<file path="config.mk">
export PLATFORM = sky130hd
export DESIGN_NAME = trackball_top
export DESIGN_NICKNAME = d
export VERILOG_FILES = /design/src/trackball_pkg.sv /design/src/apb_pkg.sv /design/src/input_decode.sv /design/src/axis_counter.sv /design/src/trackball_regs.sv /design/src/trackball_top.sv
export SDC_FILE = /design/constraint.sdc
export NUM_CORES = 1
export LEC_CHECK = 0
export ABC_AREA = 1
export BUFFER_PORTS_ARGS = -buffer_cell sky130_fd_sc_hd__buf_2
export CORE_MARGIN = 3
export CORE_UTILIZATION = 45
export DETAILED_ROUTE_END_ITERATION = 7
export PLACE_DENSITY = 0.79
export SYNTH_ARGS = -nofsm -noshare
export SYNTH_HDL_FRONTEND = slang
export SYNTH_SLANG_ARGS = --single-unit
</file>
<file path="constraint.sdc">
create_clock -name clk -period 4 [get_ports clk]
set_input_delay 0.8 -clock clk [delete_from_list [all_inputs] [get_ports clk]]
set_output_delay 0.8 -clock clk [all_outputs]
set_load 0.01 [all_outputs]
</file>
<file path="src/trackball_pkg.sv">
// pointer-side widths and types shared by the decoder, the axis counters and the top level
package trackball_pkg;

    // counter width of one axis, counts wrap modulo 2**CNT_W
    localparam int CNT_W    = 12;

    // number of quadrature axes, X and Y
    localparam int NUM_AXES = 2;

    // number of buttons: left, right, middle
    localparam int NUM_BTNS = 3;

    // one axis count
    typedef logic [CNT_W-1:0] count_t;

    // phase pair, A in the MSB and B in the LSB
    typedef logic [1:0] quad_t;

    // pressed buttons, active high
    // bit 2 is left, bit 1 is right, bit 0 is middle
    typedef logic [NUM_BTNS-1:0] buttons_t;

endpackage

</file>
<file path="src/apb_pkg.sv">
// APB widths, register map and bus handler states used by the register block and testbench
package apb_pkg;

    localparam int ADDR_W = 8;
    localparam int DATA_W = 32;

    typedef logic [ADDR_W-1:0] addr_t;
    typedef logic [DATA_W-1:0] data_t;

    // register offsets
    localparam addr_t REG_X      = 8'h00; // X count, read only
    localparam addr_t REG_Y      = 8'h04; // Y count, read only
    localparam addr_t REG_STATUS = 8'h08; // flags and buttons, read only
    localparam addr_t REG_CTRL   = 8'h0C; // counter clears, write only

    // status bit positions
    localparam int STAT_CF  = 0; // sticky count flag
    localparam int STAT_SF  = 1; // any button pressed
    localparam int STAT_BTN = 2; // lsb of the 3-bit button field

    // control bit positions
    localparam int CTRL_CLR_X = 0;
    localparam int CTRL_CLR_Y = 1;

    // bus handler, one wait state per transfer
    typedef enum logic [1:0] {
        APB_IDLE, // waiting for a setup cycle
        APB_WAIT, // first access cycle, pready low
        APB_DONE  // second access cycle, pready high
    } apb_state_t;

endpackage

</file>
<file path="src/input_decode.sv">
// synchronizes the quadrature pairs and buttons, then decodes each axis into step/up pulses
module input_decode
    import trackball_pkg::*;
#(
    parameter int SYNC_STAGES = 2
) (
    input  logic     clk,
    input  logic     rst,
    input  quad_t    x_in,
    input  quad_t    y_in,
    input  logic     leftn,
    input  logic     rightn,
    input  logic     middlen,
    output logic     x_step,
    output logic     x_up,
    output logic     y_step,
    output logic     y_up,
    output buttons_t buttons
);

    localparam int SYNC_W = 2 * NUM_AXES + NUM_BTNS;

    // phases idle at 00, buttons released (high)
    localparam logic [SYNC_W-1:0] SYNC_RST = {{(2 * NUM_AXES){1'b0}}, {NUM_BTNS{1'b1}}};

    logic [SYNC_W-1:0] sync_q [SYNC_STAGES];
    logic [SYNC_W-1:0] sync_out;
    quad_t             x_s, y_s;       // synchronized phases
    quad_t             x_prev, y_prev; // previous samples
    buttons_t          btn_n;
    logic [1:0]        x_dec, y_dec;   // {step, up}

    // x4 decode of one sample pair, only single-bit Gray moves count
    // A leads B: 00 -> 10 -> 11 -> 01 -> 00 counts up
    function automatic logic [1:0] quad_step(quad_t prev, quad_t cur);
        quad_t diff;
        diff = prev ^ cur;
        if (diff == 2'b01 || diff == 2'b10) begin
            return {1'b1, cur[1] ^ prev[0]};
        end
        return 2'b00; // no change or both phases moved
    endfunction

    always_ff @(posedge clk or posedge rst) begin
        if (rst) begin
            for (int i = 0; i < SYNC_STAGES; i++) begin
                sync_q[i] <= SYNC_RST;
            end
        end else begin
            sync_q[0] <= {x_in, y_in, leftn, rightn, middlen};
            for (int i = 1; i < SYNC_STAGES; i++) begin
                sync_q[i] <= sync_q[i-1];
            end
        end
    end

    assign sync_out = sync_q[SYNC_STAGES-1];
    assign x_s      = sync_out[SYNC_W-1 -: 2];
    assign y_s      = sync_out[SYNC_W-3 -: 2];
    assign btn_n    = sync_out[NUM_BTNS-1:0];

    assign x_dec = quad_step(x_prev, x_s);
    assign y_dec = quad_step(y_prev, y_s);

    always_ff @(posedge clk or posedge rst) begin
        if (rst) begin
            x_prev  <= '0;
            y_prev  <= '0;
            x_step  <= 1'b0;
            x_up    <= 1'b0;
            y_step  <= 1'b0;
            y_up    <= 1'b0;
            buttons <= '0;
        end else begin
            x_prev  <= x_s;
            y_prev  <= y_s;
            {x_step, x_up} <= x_dec;
            {y_step, y_up} <= y_dec;
            buttons <= ~btn_n; // active high from here on
        end
    end

endmodule

</file>
<file path="src/axis_counter.sv">
// one 12-bit wrapping up/down axis counter with synchronous clear, used once per axis
module axis_counter
    import trackball_pkg::*;
(
    input  logic   clk,
    input  logic   rst,
    input  logic   step,    // one count per pulse
    input  logic   up,      // direction, valid with step
    input  logic   clear,   // synchronous, wins over step
    output count_t count,
    output logic   changed  // one-cycle pulse per stepped update
);

    count_t next_count;

    // wraps naturally at CNT_W bits
    assign next_count = up ? count + count_t'(1) : count - count_t'(1);

    always_ff @(posedge clk or posedge rst) begin
        if (rst) begin
            count   <= '0;
            changed <= 1'b0;
        end else begin
            changed <= 1'b0;
            if (clear) begin
                count <= '0; // no changed pulse for a clear
            end else if (step) begin
                count   <= next_count;
                changed <= 1'b1;
            end
        end
    end

endmodule

</file>
<file path="src/trackball_regs.sv">
// APB register block: count and status reads, control writes, sticky count flag and irq
module trackball_regs
    import trackball_pkg::*;
    import apb_pkg::*;
(
    input  logic     clk,
    input  logic     rst,
    input  logic     psel,
    input  logic     penable,
    input  logic     pwrite,
    input  addr_t    paddr,
    input  data_t    pwdata,
    output data_t    prdata,
    output logic     pready,
    output logic     pslverr,
    input  count_t   x_count,
    input  count_t   y_count,
    input  logic     x_changed,
    input  logic     y_changed,
    input  buttons_t buttons,
    output logic     x_clear,
    output logic     y_clear,
    output logic     irq
);

    apb_state_t state;
    logic       count_flag;  // sticky, set by any counter step
    logic       flag_set;
    logic       switch_flag;
    logic       rd_ok;       // mapped read
    logic       wr_ok;       // mapped write
    logic       done_write;  // successful write completing now
    logic       status_rd;   // successful status read completing now
    data_t      rd_mux;
    data_t      status_word;

    assign flag_set    = x_changed | y_changed;
    assign switch_flag = |buttons;

    // a step landing right at the latch edge still reports as set
    always_comb begin
        status_word                              = '0;
        status_word[STAT_CF]                     = count_flag | flag_set;
        status_word[STAT_SF]                     = switch_flag;
        status_word[STAT_BTN +: NUM_BTNS]        = buttons;
    end

    always_comb begin
        case (paddr)
            REG_X:      rd_mux = data_t'(x_count);
            REG_Y:      rd_mux = data_t'(y_count);
            REG_STATUS: rd_mux = status_word;
            default:    rd_mux = '0;
        endcase
    end

    assign rd_ok = !pwrite && (paddr == REG_X || paddr == REG_Y || paddr == REG_STATUS);
    assign wr_ok = pwrite && (paddr == REG_CTRL);

    // pslverr already holds the decode result during APB_DONE
    assign done_write = (state == APB_DONE) && pwrite && !pslverr;
    assign status_rd  = (state == APB_DONE) && !pwrite && !pslverr && (paddr == REG_STATUS);

    assign pready = (state == APB_DONE);
    assign irq    = count_flag;

    always_ff @(posedge clk or posedge rst) begin
        if (rst) begin
            state   <= APB_IDLE;
            prdata  <= '0;
            pslverr <= 1'b0;
        end else begin
            case (state)
                APB_IDLE: begin
                    if (psel && !penable) begin
                        state <= APB_WAIT; // setup seen, access follows
                    end
                end
                APB_WAIT: begin
                    prdata  <= rd_ok ? rd_mux : '0;
                    pslverr <= !(rd_ok || wr_ok);
                    state   <= APB_DONE;
                end
                APB_DONE: begin
                    prdata  <= '0;
                    pslverr <= 1'b0;
                    state   <= APB_IDLE;
                end
                default: state <= APB_IDLE;
            endcase
        end
    end

    // set wins over a read clear in the same cycle
    always_ff @(posedge clk or posedge rst) begin
        if (rst) begin
            count_flag <= 1'b0;
        end else if (flag_set) begin
            count_flag <= 1'b1;
        end else if (status_rd) begin
            count_flag <= 1'b0;
        end
    end

    // clear pulses land in the cycle after completion
    always_ff @(posedge clk or posedge rst) begin
        if (rst) begin
            x_clear <= 1'b0;
            y_clear <= 1'b0;
        end else begin
            x_clear <= done_write && pwdata[CTRL_CLR_X];
            y_clear <= done_write && pwdata[CTRL_CLR_Y];
        end
    end

endmodule

</file>
<file path="src/trackball_top.sv">
// two-axis trackball counter with APB register port, top level that the testbench instantiates
module trackball_top
    import trackball_pkg::*;
    import apb_pkg::*;
#(
    parameter int SYNC_STAGES = 2 // 2 or 3
) (
    input  logic  clk,
    input  logic  rst,
    input  quad_t x_in,
    input  quad_t y_in,
    input  logic  leftn,
    input  logic  rightn,
    input  logic  middlen,
    input  logic  psel,
    input  logic  penable,
    input  logic  pwrite,
    input  addr_t paddr,
    input  data_t pwdata,
    output data_t prdata,
    output logic  pready,
    output logic  pslverr,
    output logic  irq
);

    logic     x_step, x_up, y_step, y_up;
    logic     x_clear, y_clear;
    logic     x_changed, y_changed;
    count_t   x_count, y_count;
    buttons_t buttons;

    input_decode #(
        .SYNC_STAGES (SYNC_STAGES)
    ) decode0 (
        .clk     (clk),
        .rst     (rst),
        .x_in    (x_in),
        .y_in    (y_in),
        .leftn   (leftn),
        .rightn  (rightn),
        .middlen (middlen),
        .x_step  (x_step),
        .x_up    (x_up),
        .y_step  (y_step),
        .y_up    (y_up),
        .buttons (buttons)
    );

    axis_counter x_cnt (
        .clk     (clk),
        .rst     (rst),
        .step    (x_step),
        .up      (x_up),
        .clear   (x_clear),
        .count   (x_count),
        .changed (x_changed)
    );

    axis_counter y_cnt (
        .clk     (clk),
        .rst     (rst),
        .step    (y_step),
        .up      (y_up),
        .clear   (y_clear),
        .count   (y_count),
        .changed (y_changed)
    );

    trackball_regs regs0 (
        .clk       (clk),
        .rst       (rst),
        .psel      (psel),
        .penable   (penable),
        .pwrite    (pwrite),
        .paddr     (paddr),
        .pwdata    (pwdata),
        .prdata    (prdata),
        .pready    (pready),
        .pslverr   (pslverr),
        .x_count   (x_count),
        .y_count   (y_count),
        .x_changed (x_changed),
        .y_changed (y_changed),
        .buttons   (buttons),
        .x_clear   (x_clear),
        .y_clear   (y_clear),
        .irq       (irq)
    );

endmodule

</file>
==> flow_summary.json, run 1 <==
{
  "status": "finished clean",
  "cts.clk_slew.worst_paths_ns": 0.08,
  "synth_area_sq_mm": 0.00412,
  "rsz0062_at_grt": "false",
  "p_total_mw": 3.14,
  "cp_slowest_cell": "dfrtp_1",
  "ios": 87,
  "cp.required_ns": 3.20,
  "dieArea_sq_mm": 0.0103,
  "reg2reg_to": "x_cnt.count[7]",
  "cts.sinks": 69,
  "cts_resized": 0,
  "tns_ns": 0,
  "routedLengthMet1_mm": 3.86,
  "maxCapViolations": 0,
  "drive_gt1_share_pct": 11.7,
  "hold_end": "decode0.sync_out[3]",
  "htreeDepth": 3,
  "fin_crit_sh_pct": 52.0,
  "synth.most_common_cell": "nand2_1",
  "clk_latency_ns": 0.34,
  "yosysWarnings": 0,
  "yosysTopAreaCell": "dfrtp_1",
  "antenna_found_initial": 0,
  "postRouteAntennaNets": 0,
  "yosys.area.top_type_share_pct": 38.3,
  "num_vias": 3498,
  "fill_cells": 839,
  "arrival_ns": 1.28,
  "ff2ff_path_depth": 9,
  "post-route-drc-count": 0,
  "synthArstFlopShare_pct": 100,
  "grt_pass1_wl_mm": 15.1,
  "die_h_um": 102,
  "placed_area_sq_mm": 0.00432,
  "fin_nets": 672,
  "cts_root_buffer": "clkbuf_8",
  "hold_class": "flop to flop",
  "rr_startpoint": "decode0.x_up",
  "hold_path_depth": 0,
  "cts_tree": "yes",
  "hpwl_mm": 6.62,
  "rows": 34,
  "hold_buffers": 0,
  "tightest_slew_ns": 0.833,
  "syn_avg_cell_area_sq_um": 7.45,
  "path_cells": "inv_1, ha_1, buf_2",
  "core_sq_mm": 0.00881,
  "criticalPathCategory": "flop to primary output",
  "utilization_pct": 51.1,
  "diodes": 0,
  "avgRoutedWirePerCell_um": 12.3,
  "endpoint_kind": "primary output",
  "cts-buffers-inserted": 9,
  "synthToLayoutAreaGrowth_pct": 9.17,
  "fmax_ghz": 0.481,
  "gr-total-overflow": 0,
  "avgViaCountPerCell": 4.95,
  "postLayoutCellArea_sq_mm": 0.00450,
  "irDropWorstVdd_uv": 374,
  "rrSetupSlack_ns": 1.98,
  "relSlewSlack_pct": 44.3,
  "start_util_pct": 46.8,
  "dr.pass1.iters": 5,
  "grt_max_degree": 41,
  "top_layer_used": "met4",
  "met3_length_um": 407,
  "postCtsSetupBuffers": 0,
  "grt_pass1_vias": 3392,
  "drt_first_iter_violations": 169,
  "leakage_nw": 2.53,
  "die_w_um": 102,
  "cp-start-kind": "flop",
  "hold_path.startpoint": "decode0.sync_q[10]",
  "slew_viol_final": 0,
  "finalWorstPathRequiredPeriod_ns": 2.08,
  "clock_skew_ns": 0.00475,
  "place.gp.congestion": 0.937,
  "dr_wl_met2_mm": 4.25,
  "synth_commonest_cells": "203 x nand2_1, 73 x inv_1, 63 x dfrtp_1",
  "synth-main-ff-cell": "dfrtp_1",
  "syn_inst": 553,
  "wl_mm": 8.68,
  "crit_family": "flip-flops",
  "clockBufferDepth": 2,
  "cp_num_buf_inv": 2,
  "yosys_register_bits": 69,
  "hold_viol": 0,
  "grtUsageTotal_pct": 18.2,
  "synth_cell_types": 30,
  "ys_seq_area_share_pct": 42.1,
  "critPathMaxStageDelay_ns": 0.38,
  "synth_edf_count": 0,
  "cp_max_fo": 4,
  "powerDensity_mw_per_mm2": 697,
  "setup_viol": 0,
  "port_buffers": 36,
  "synth_area_leaders": "dfrtp_1 38%, nand2_1 18%, ha_1 7.3%"
}
[metal layers]
layer | global-route usage [%] | vias up
li1 | - | 1766
met1 | 24.0 | 1614
met2 | 30.3 | 103
met3 | 3.72 | 15
met4 | 5.52 | 0
met5 | 0 | -
[sequential cells by signal, summed over array words and instances (netlist names), 2 cells and up]
name,cells
y_cnt.count,12
regs0.prdata,12
decode0.sync_q,7
decode0.y_prev,2
decode0.buttons,3
x_cnt.count,12
decode0.sync_out,7
regs0.state,2
decode0.x_prev,2
[cell type report]
class | instances | area [sq um] | area share, %
clock buffer | 10 | 128 | 2.84
clock inverter | 6 | 47.5 | 1.06
inverter | 75 | 282 | 6.26
multi-input combinational | 402 | 1990 | 44.1
sequential | 69 | 1730 | 38.5
tap | 108 | 135 | 3.00
timing repair buffer | 37 | 188 | 4.17
[stage by stage]
step,setup WS [ns],cells,hold WS [ns]
3_5_place_dp,1.77,691,0.336
5_1_grt,1.79,707,0.366
3_3_place_gp,1.80,691,0.332
4_1_cts,1.90,707,0.355
6_report,1.92,707,0.354
2_1_floorplan,1.47,572,0.331
[cells by family after synthesis]
kind of cell	share of synthesized area, %
buf+inv	11.5
other cells	0.0910
flops	42.1
compound gates	4.80
fa+ha+maj	8.26
simple gates	31.2
xor+xnor	2.12
[cells in the final DEF (no fill, tap or decap), types with 3 or more instances in the layout]
cell type / count
ha_1: 24
o22ai_1: 3
dfstp_2: 6
a21oi_1: 10
nand4_1: 6
xnor2_1: 6
buf_2: 36
clkbuf_8: 9
clkinvlp_4: 4
nor2_1: 44
nand3_1: 47
inv_1: 72
nand2_1: 203
dfrtp_1: 63
conb_1: 20
xor2_1: 4
o21ai_0: 19
[power by group]
group / internal [mW] / switching, mW
combinational: 0.562 / 1.04
sequential: 0.868 / 0.156
clock: 0.229 / 0.276
[how the worst max path moves through the flow]
stage / cells past startpoint / start / to / slack [ns]
3_3_place_gp: 8 / paddr[7] / regs0.prdata[0] / 1.80
2_1_floorplan: 1 / rst / decode0.buttons[0] / 1.47
4_1_cts: 3 / regs0.state[0] / pready / 1.90
6_report: 3 / regs0.state[0] / pready / 1.92
3_5_place_dp: 8 / paddr[7] / regs0.prdata[0] / 1.77
5_1_grt: 9 / decode0.y_up / y_cnt.count[7] / 1.79
[worst register-to-register path, cell delays in order, from the launching register on]
cell	delay [ns]
dfrtp_1	0.43
inv_1	0.34
ha_1	0.38
nand2_1	0.12
nand3_1	0.18
nand2_1	0.11
nand3_1	0.11
nand2_1	0.09
nand2_1	0.04
o21ai_0	0.15
Note: power is estimated with default switching activity, not from simulation.
==> run 2, diff against run 1 <==
- clock period: 4 -> 2 ns (I/O delays scaled with it)
==> flow_summary.json, run 2 (synthesis gave the netlist of run 1 again) <==
{
  "status": "finished clean",
  "port_buffers": 36,
  "finalWorstPathRequiredPeriod_ns": 1.88,
  "die_h_um": 102,
  "avgViaCountPerCell": 4.87,
  "p_comb_share_pct": 50.2,
  "hold_viol": 0,
  "place.gp.congestion": 0.931,
  "gr-total-overflow": 0,
  "hold_path.startpoint": "rightn",
  "most-common-layout-cells": "203 x nand2_1, 69 x inv_1, 61 x dfrtp_1",
  "final_common_cell": "nand2_1",
  "cts_tree": "yes",
  "grtUsageTotal_pct": 18.1,
  "diodes": 0,
  "drt_first_iter_violations": 129,
  "cp_slowest_cell": "dfrtp_2",
  "synthToLayoutAreaGrowth_pct": 13.6,
  "maxCapViolations": 0,
  "post-route-drc-count": 0,
  "seqPwrFrac_pct": 30.3,
  "path_common_cell": "nand2_1",
  "htreeDepth": 3,
  "fmax_ghz": 0.531,
  "rr_startpoint": "decode0.y_up",
  "cts.clk_slew.worst_paths_ns": 0.09,
  "clock_skew_ns": 0.0134,
  "criticalPathCategory": "flop to flop",
  "hold_end": "decode0.sync_q[8]",
  "ios": 87,
  "cts.sinks": 69,
  "fin_crit_sh_pct": 94.2,
  "ff2ff_path_depth": 10,
  "dr.pass1.iters": 5,
  "irDropWorstVdd_uv": 641,
  "core_sq_mm": 0.00881,
  "grt_pass1_vias": 3340,
  "largestRegisters": "regs0.prdata x12, x_cnt.count x12, y_cnt.count x12",
  "clockBufferDepth": 2,
  "reg2reg_to": "y_cnt.count[8]",
  "cts_root_buffer": "clkbuf_8",
  "setup_viol": 0,
  "p_switching_mw": 3.07,
  "leakage_nw": 2.60,
  "path_cells": "buf_4, fa_1, inv_1, nand3_1, nand3_1, nand2_1, nand2_1, nand2_1, nand2_1, o21ai_0",
  "hold_path_depth": 1,
  "critPathMaxStageDelay_ns": 0.46,
  "drive_gt1_share_pct": 14.9,
  "slew_viol_final": 0,
  "powerDensity_mw_per_mm2": 1440,
  "internal_power_mw": 3.68,
  "antenna_found_initial": 0,
  "start_util_pct": 46.8,
  "cts-buffers-inserted": 9,
  "cp-start-kind": "flop",
  "dieArea_sq_mm": 0.0103,
  "grt_max_degree": 63,
  "hold_class": "input pin to flop",
  "p_clk_share_pct": 19.5,
  "postRouteAntennaNets": 0,
  "arrival_ns": 2.12,
  "rrSetupSlack_ns": 0.12,
  "clk_latency_ns": 0.35,
  "cp_max_fo": 4,
  "die_w_um": 102,
  "avgRoutedWirePerCell_um": 12.6,
  "switching_share_pct": 45.5,
  "grt_pass1_wl_mm": 14.8,
  "hpwl_mm": 6.75,
  "rsz0062_at_grt": "false",
  "fill_cells": 821,
  "endpoint_kind": "flop",
  "wl_mm": 9.07,
  "num_vias": 3498,
  "fin_nets": 683,
  "utilization_pct": 53.2,
  "cp.required_ns": 2.23,
  "rows": 34,
  "tns_ns": 0
}
==> run 2: cell count changes in the layout (fill, tap and decap cells not counted), sizes merged <==
cell / change
inv: -2
clkinvlp: +3
dlygate4sd3: +1
bufinv: +2
buf: +8
clkbuf: -1
==> run 2: per-stage QoR <==
step	hold WS, ns	cell area, sq um	total power, mW	setup slack [ns]	instances
after floorplan	0.331	4200	4.56	0.363	572
after global placement	0.329	4390	5.18	0.158	698
after detailed placement	0.334	4390	5.33	0.130	698
after CTS	0.118	4630	6.67	0.0991	715
after global routing	0.105	4680	7.41	0.00852	718
final	0.132	4680	6.75	0.117	718
==> run 2: layout make-up <==
cell class,instances,area (sq um),share of cell area [%]
clock buffers,9,124,2.65
clock inverters,7,104,2.22
multi-input cells,402,2000,42.8
repair inverters,2,15.0,0.321
repair buffers,46,270,5.77
well taps,108,135,2.89
flip-flops and latches,69,1740,37.1
inverters,75,293,6.25
==> run 2: repair_timing <==
action / CTS / global route
buffers inserted: 0 / 1
hold buffers: 1 / 0
endpoints found under the hold margin: 7 / 0
resized for setup: 0 / 12
endpoints found under the setup margin: 0 / 8
==> run 2: power by group through the flow <==
stage,combinational (mW),sequential [mW],clock (mW)
after floorplan,2.60,1.96,0
after global placement,3.15,2.02,0
after detailed placement,3.29,2.04,0
after CTS,3.31,2.02,1.34
after global routing,3.93,2.08,1.40
final,3.39,2.05,1.31
==> run 2: worst max-delay path by stage <==
stage	start	end	slack, ns	depth (start not counted)
after floorplan	decode0.x_up	x_cnt.count[7]	0.36	9
after global placement	decode0.y_up	y_cnt.count[7]	0.16	9
after detailed placement	decode0.y_up	y_cnt.count[7]	0.13	9
after CTS	decode0.x_up	x_cnt.count[7]	0.1	9
after global routing	decode0.y_up	y_cnt.count[11]	0.009	9
final	decode0.y_up	y_cnt.count[8]	0.12	10
==> run 2: per-layer routing <==
| metal | vias up | part of all wire, % | GRT usage (%) |
|---|---|---|---|
| li1 | 1782 | - | - |
| met1 | 1632 | 43 | 21.9 |
| met2 | 73 | 52 | 31.9 |
| met3 | 11 | 3.9 | 4.48 |
| met4 | 0 | 1.3 | 5.21 |
| met5 | - | 0 | 0 |
==> run 2: critical path, delay by kind of cell (launching register included) <==
| kind | cells | cell delay (ns) |
|---|---|---|
| simple gates | 6 | 0.51 |
| compound gates | 1 | 0.08 |
| buf+inv | 2 | 0.31 |
| flops | 1 | 0.46 |
| fa+ha+maj | 1 | 0.41 |
==> run 3, diff against run 2 <==
- CTS_BUF_LIST: unset -> sky130_fd_sc_hd__clkbuf_16
==> flow_summary.json, run 3 (synthesis gave the netlist of run 1 again) <==
{
  "die_h_um": 102,
  "rows": 34,
  "die_w_um": 102,
  "p_clk_share_pct": 24.5,
  "placed_area_sq_mm": 0.00439,
  "cts-buffers-inserted": 9,
  "p_comb_share_pct": 46.9,
  "hold_class": "input pin to flop",
  "finalWorstPathRequiredPeriod_ns": 1.88,
  "criticalPathCategory": "flop to flop",
  "utilization_pct": 54.3,
  "final_cells": 718,
  "hold_viol": 0,
  "fin_crit_sh_pct": 93.8,
  "dieArea_sq_mm": 0.0103,
  "startpoint": "decode0.y_up",
  "rsz0062_at_grt": "false",
  "dr.pass1.iters": 5,
  "largestRegisters": "regs0.prdata x12, x_cnt.count x12, y_cnt.count x12",
  "cts_root_buffer": "clkbuf_16",
  "fin_nets": 683,
  "final_common_cell": "nand2_1",
  "avgRoutedWirePerCell_um": 12.8,
  "slew_viol_final": 0,
  "cp_num_buf_inv": 2,
  "synthToLayoutAreaGrowth_pct": 16.0,
  "arrival_ns": 2.09,
  "rr_startpoint": "decode0.y_up",
  "cp-start-kind": "flop",
  "start_util_pct": 46.8,
  "cp.required_ns": 2.21,
  "gr-total-overflow": 0,
  "fmax_ghz": 0.533,
  "cts.sinks": 69,
  "path_cells": "buf_4, fa_1, inv_1, nand3_1, nand3_1, nand2_1, nand2_1, nand2_1, nand2_1, o21ai_0",
  "setup_viol": 0,
  "ios": 87,
  "avgViaCountPerCell": 4.92,
  "postRouteAntennaNets": 0,
  "most-common-layout-cells": "203 x nand2_1, 70 x inv_1, 61 x dfrtp_1",
  "dp.cells": 698,
  "clockBufferDepth": 2,
  "postLayoutCellArea_sq_mm": 0.00478,
  "htreeDepth": 3,
  "cp_slowest_cell": "dfrtp_2",
  "clock_skew_ns": 0.00965,
  "antenna_found_initial": 0,
  "grt_pass1_vias": 3373,
  "place.gp.congestion": 0.931,
  "crit_family": "simple AND/OR/NAND/NOR gates",
  "path_common_cell": "nand2_1",
  "grt_max_degree": 63,
  "hpwl_mm": 6.75,
  "drive_gt1_share_pct": 14.8,
  "num_vias": 3536,
  "hold_path.startpoint": "rightn",
  "internal_power_mw": 4.07,
  "tns_ns": 0,
  "cts.clk_slew.worst_paths_ns": 0.06,
  "drt_first_iter_violations": 127,
  "port_buffers": 36,
  "post-route-drc-count": 0,
  "cts_tree": "yes",
  "critPathMaxStageDelay_ns": 0.45,
  "irDropWorstVdd_uv": 544,
  "p_switching_mw": 3.13,
  "maxCapViolations": 0,
  "clk_latency_ns": 0.33,
  "tightest_slew_ns": 0.501,
  "grt_pass1_wl_mm": 15.0,
  "status": "finished clean",
  "relSlewSlack_pct": 66.5,
  "wl_mm": 9.18,
  "leakage_nw": 2.65,
  "powerDensity_mw_per_mm2": 1500,
  "core_sq_mm": 0.00881,
  "switching_share_pct": 43.5,
  "fill_cells": 788,
  "diodes": 0,
  "seqPwrFrac_pct": 28.5,
  "cp_max_fo": 4,
  "endpoint_kind": "flop",
  "p_total_mw": 7.19,
  "grtUsageTotal_pct": 18.4
}
==> run 3: metrics by stage <==
step           hold slack (ns)  worst slack (ns)
2_1_floorplan            0.331             0.363
3_3_place_gp             0.329             0.158
3_5_place_dp             0.334             0.130
4_1_cts                  0.149             0.118
5_1_grt                  0.146           0.00494
6_report                 0.157             0.124
==> run 3: power groups by stage <==
stage	combinational [mW]	sequential (mW)	clock (mW)
after floorplan	2.60	1.96	0
after global placement	3.15	2.02	0
after detailed placement	3.29	2.04	0
after CTS	3.31	2.03	1.79
after global routing	3.92	2.09	1.84
final	3.38	2.05	1.76
==> run 3: path summary, 6_finish.rpt <==
kind,endpoint,slack [ns],cells past startpoint
worst max-delay path,y_cnt.count[8],0.12,10
worst min-delay path,decode0.sync_q[8],0.16,1
worst max register to register,y_cnt.count[8],0.12,10
worst min register to register,decode0.sync_out[3],0.35,0
max in group asynchronous,decode0.sync_out[0],0.90,4
min in group asynchronous,decode0.sync_q[12],0.52,3
==> run 3: what timing repair did <==
action                                  in CTS  in global routing
endpoints found under the hold margin        7                  0
endpoints found under the setup margin       0                  6
hold buffers                                 1                  0
buffers inserted                             0                  1
gates resized for setup                      0                 11
==> run 3: cell type report <==
| cell class | instances | area [sq um] | area share (%) |
|---|---|---|---|
| flip-flops and latches | 69 | 1740 | 36.3 |
| clock buffers | 9 | 225 | 4.71 |
| well taps | 108 | 135 | 2.83 |
| inverters | 75 | 293 | 6.12 |
| clock inverters | 7 | 104 | 2.17 |
| repair inverters | 2 | 15.0 | 0.314 |
| repair buffers | 46 | 270 | 5.65 |
| multi-input cells | 402 | 2000 | 41.9 |
==> run 3: routing by layer <==
layer  share of wire [%]  routed length, um  global-route usage, %
met5                   0                  0                      0
met4                 1.4                124                   5.52
met3                 4.0                365                   4.68
met2                  53               4850                   32.7
met1                  42               3850                   21.9
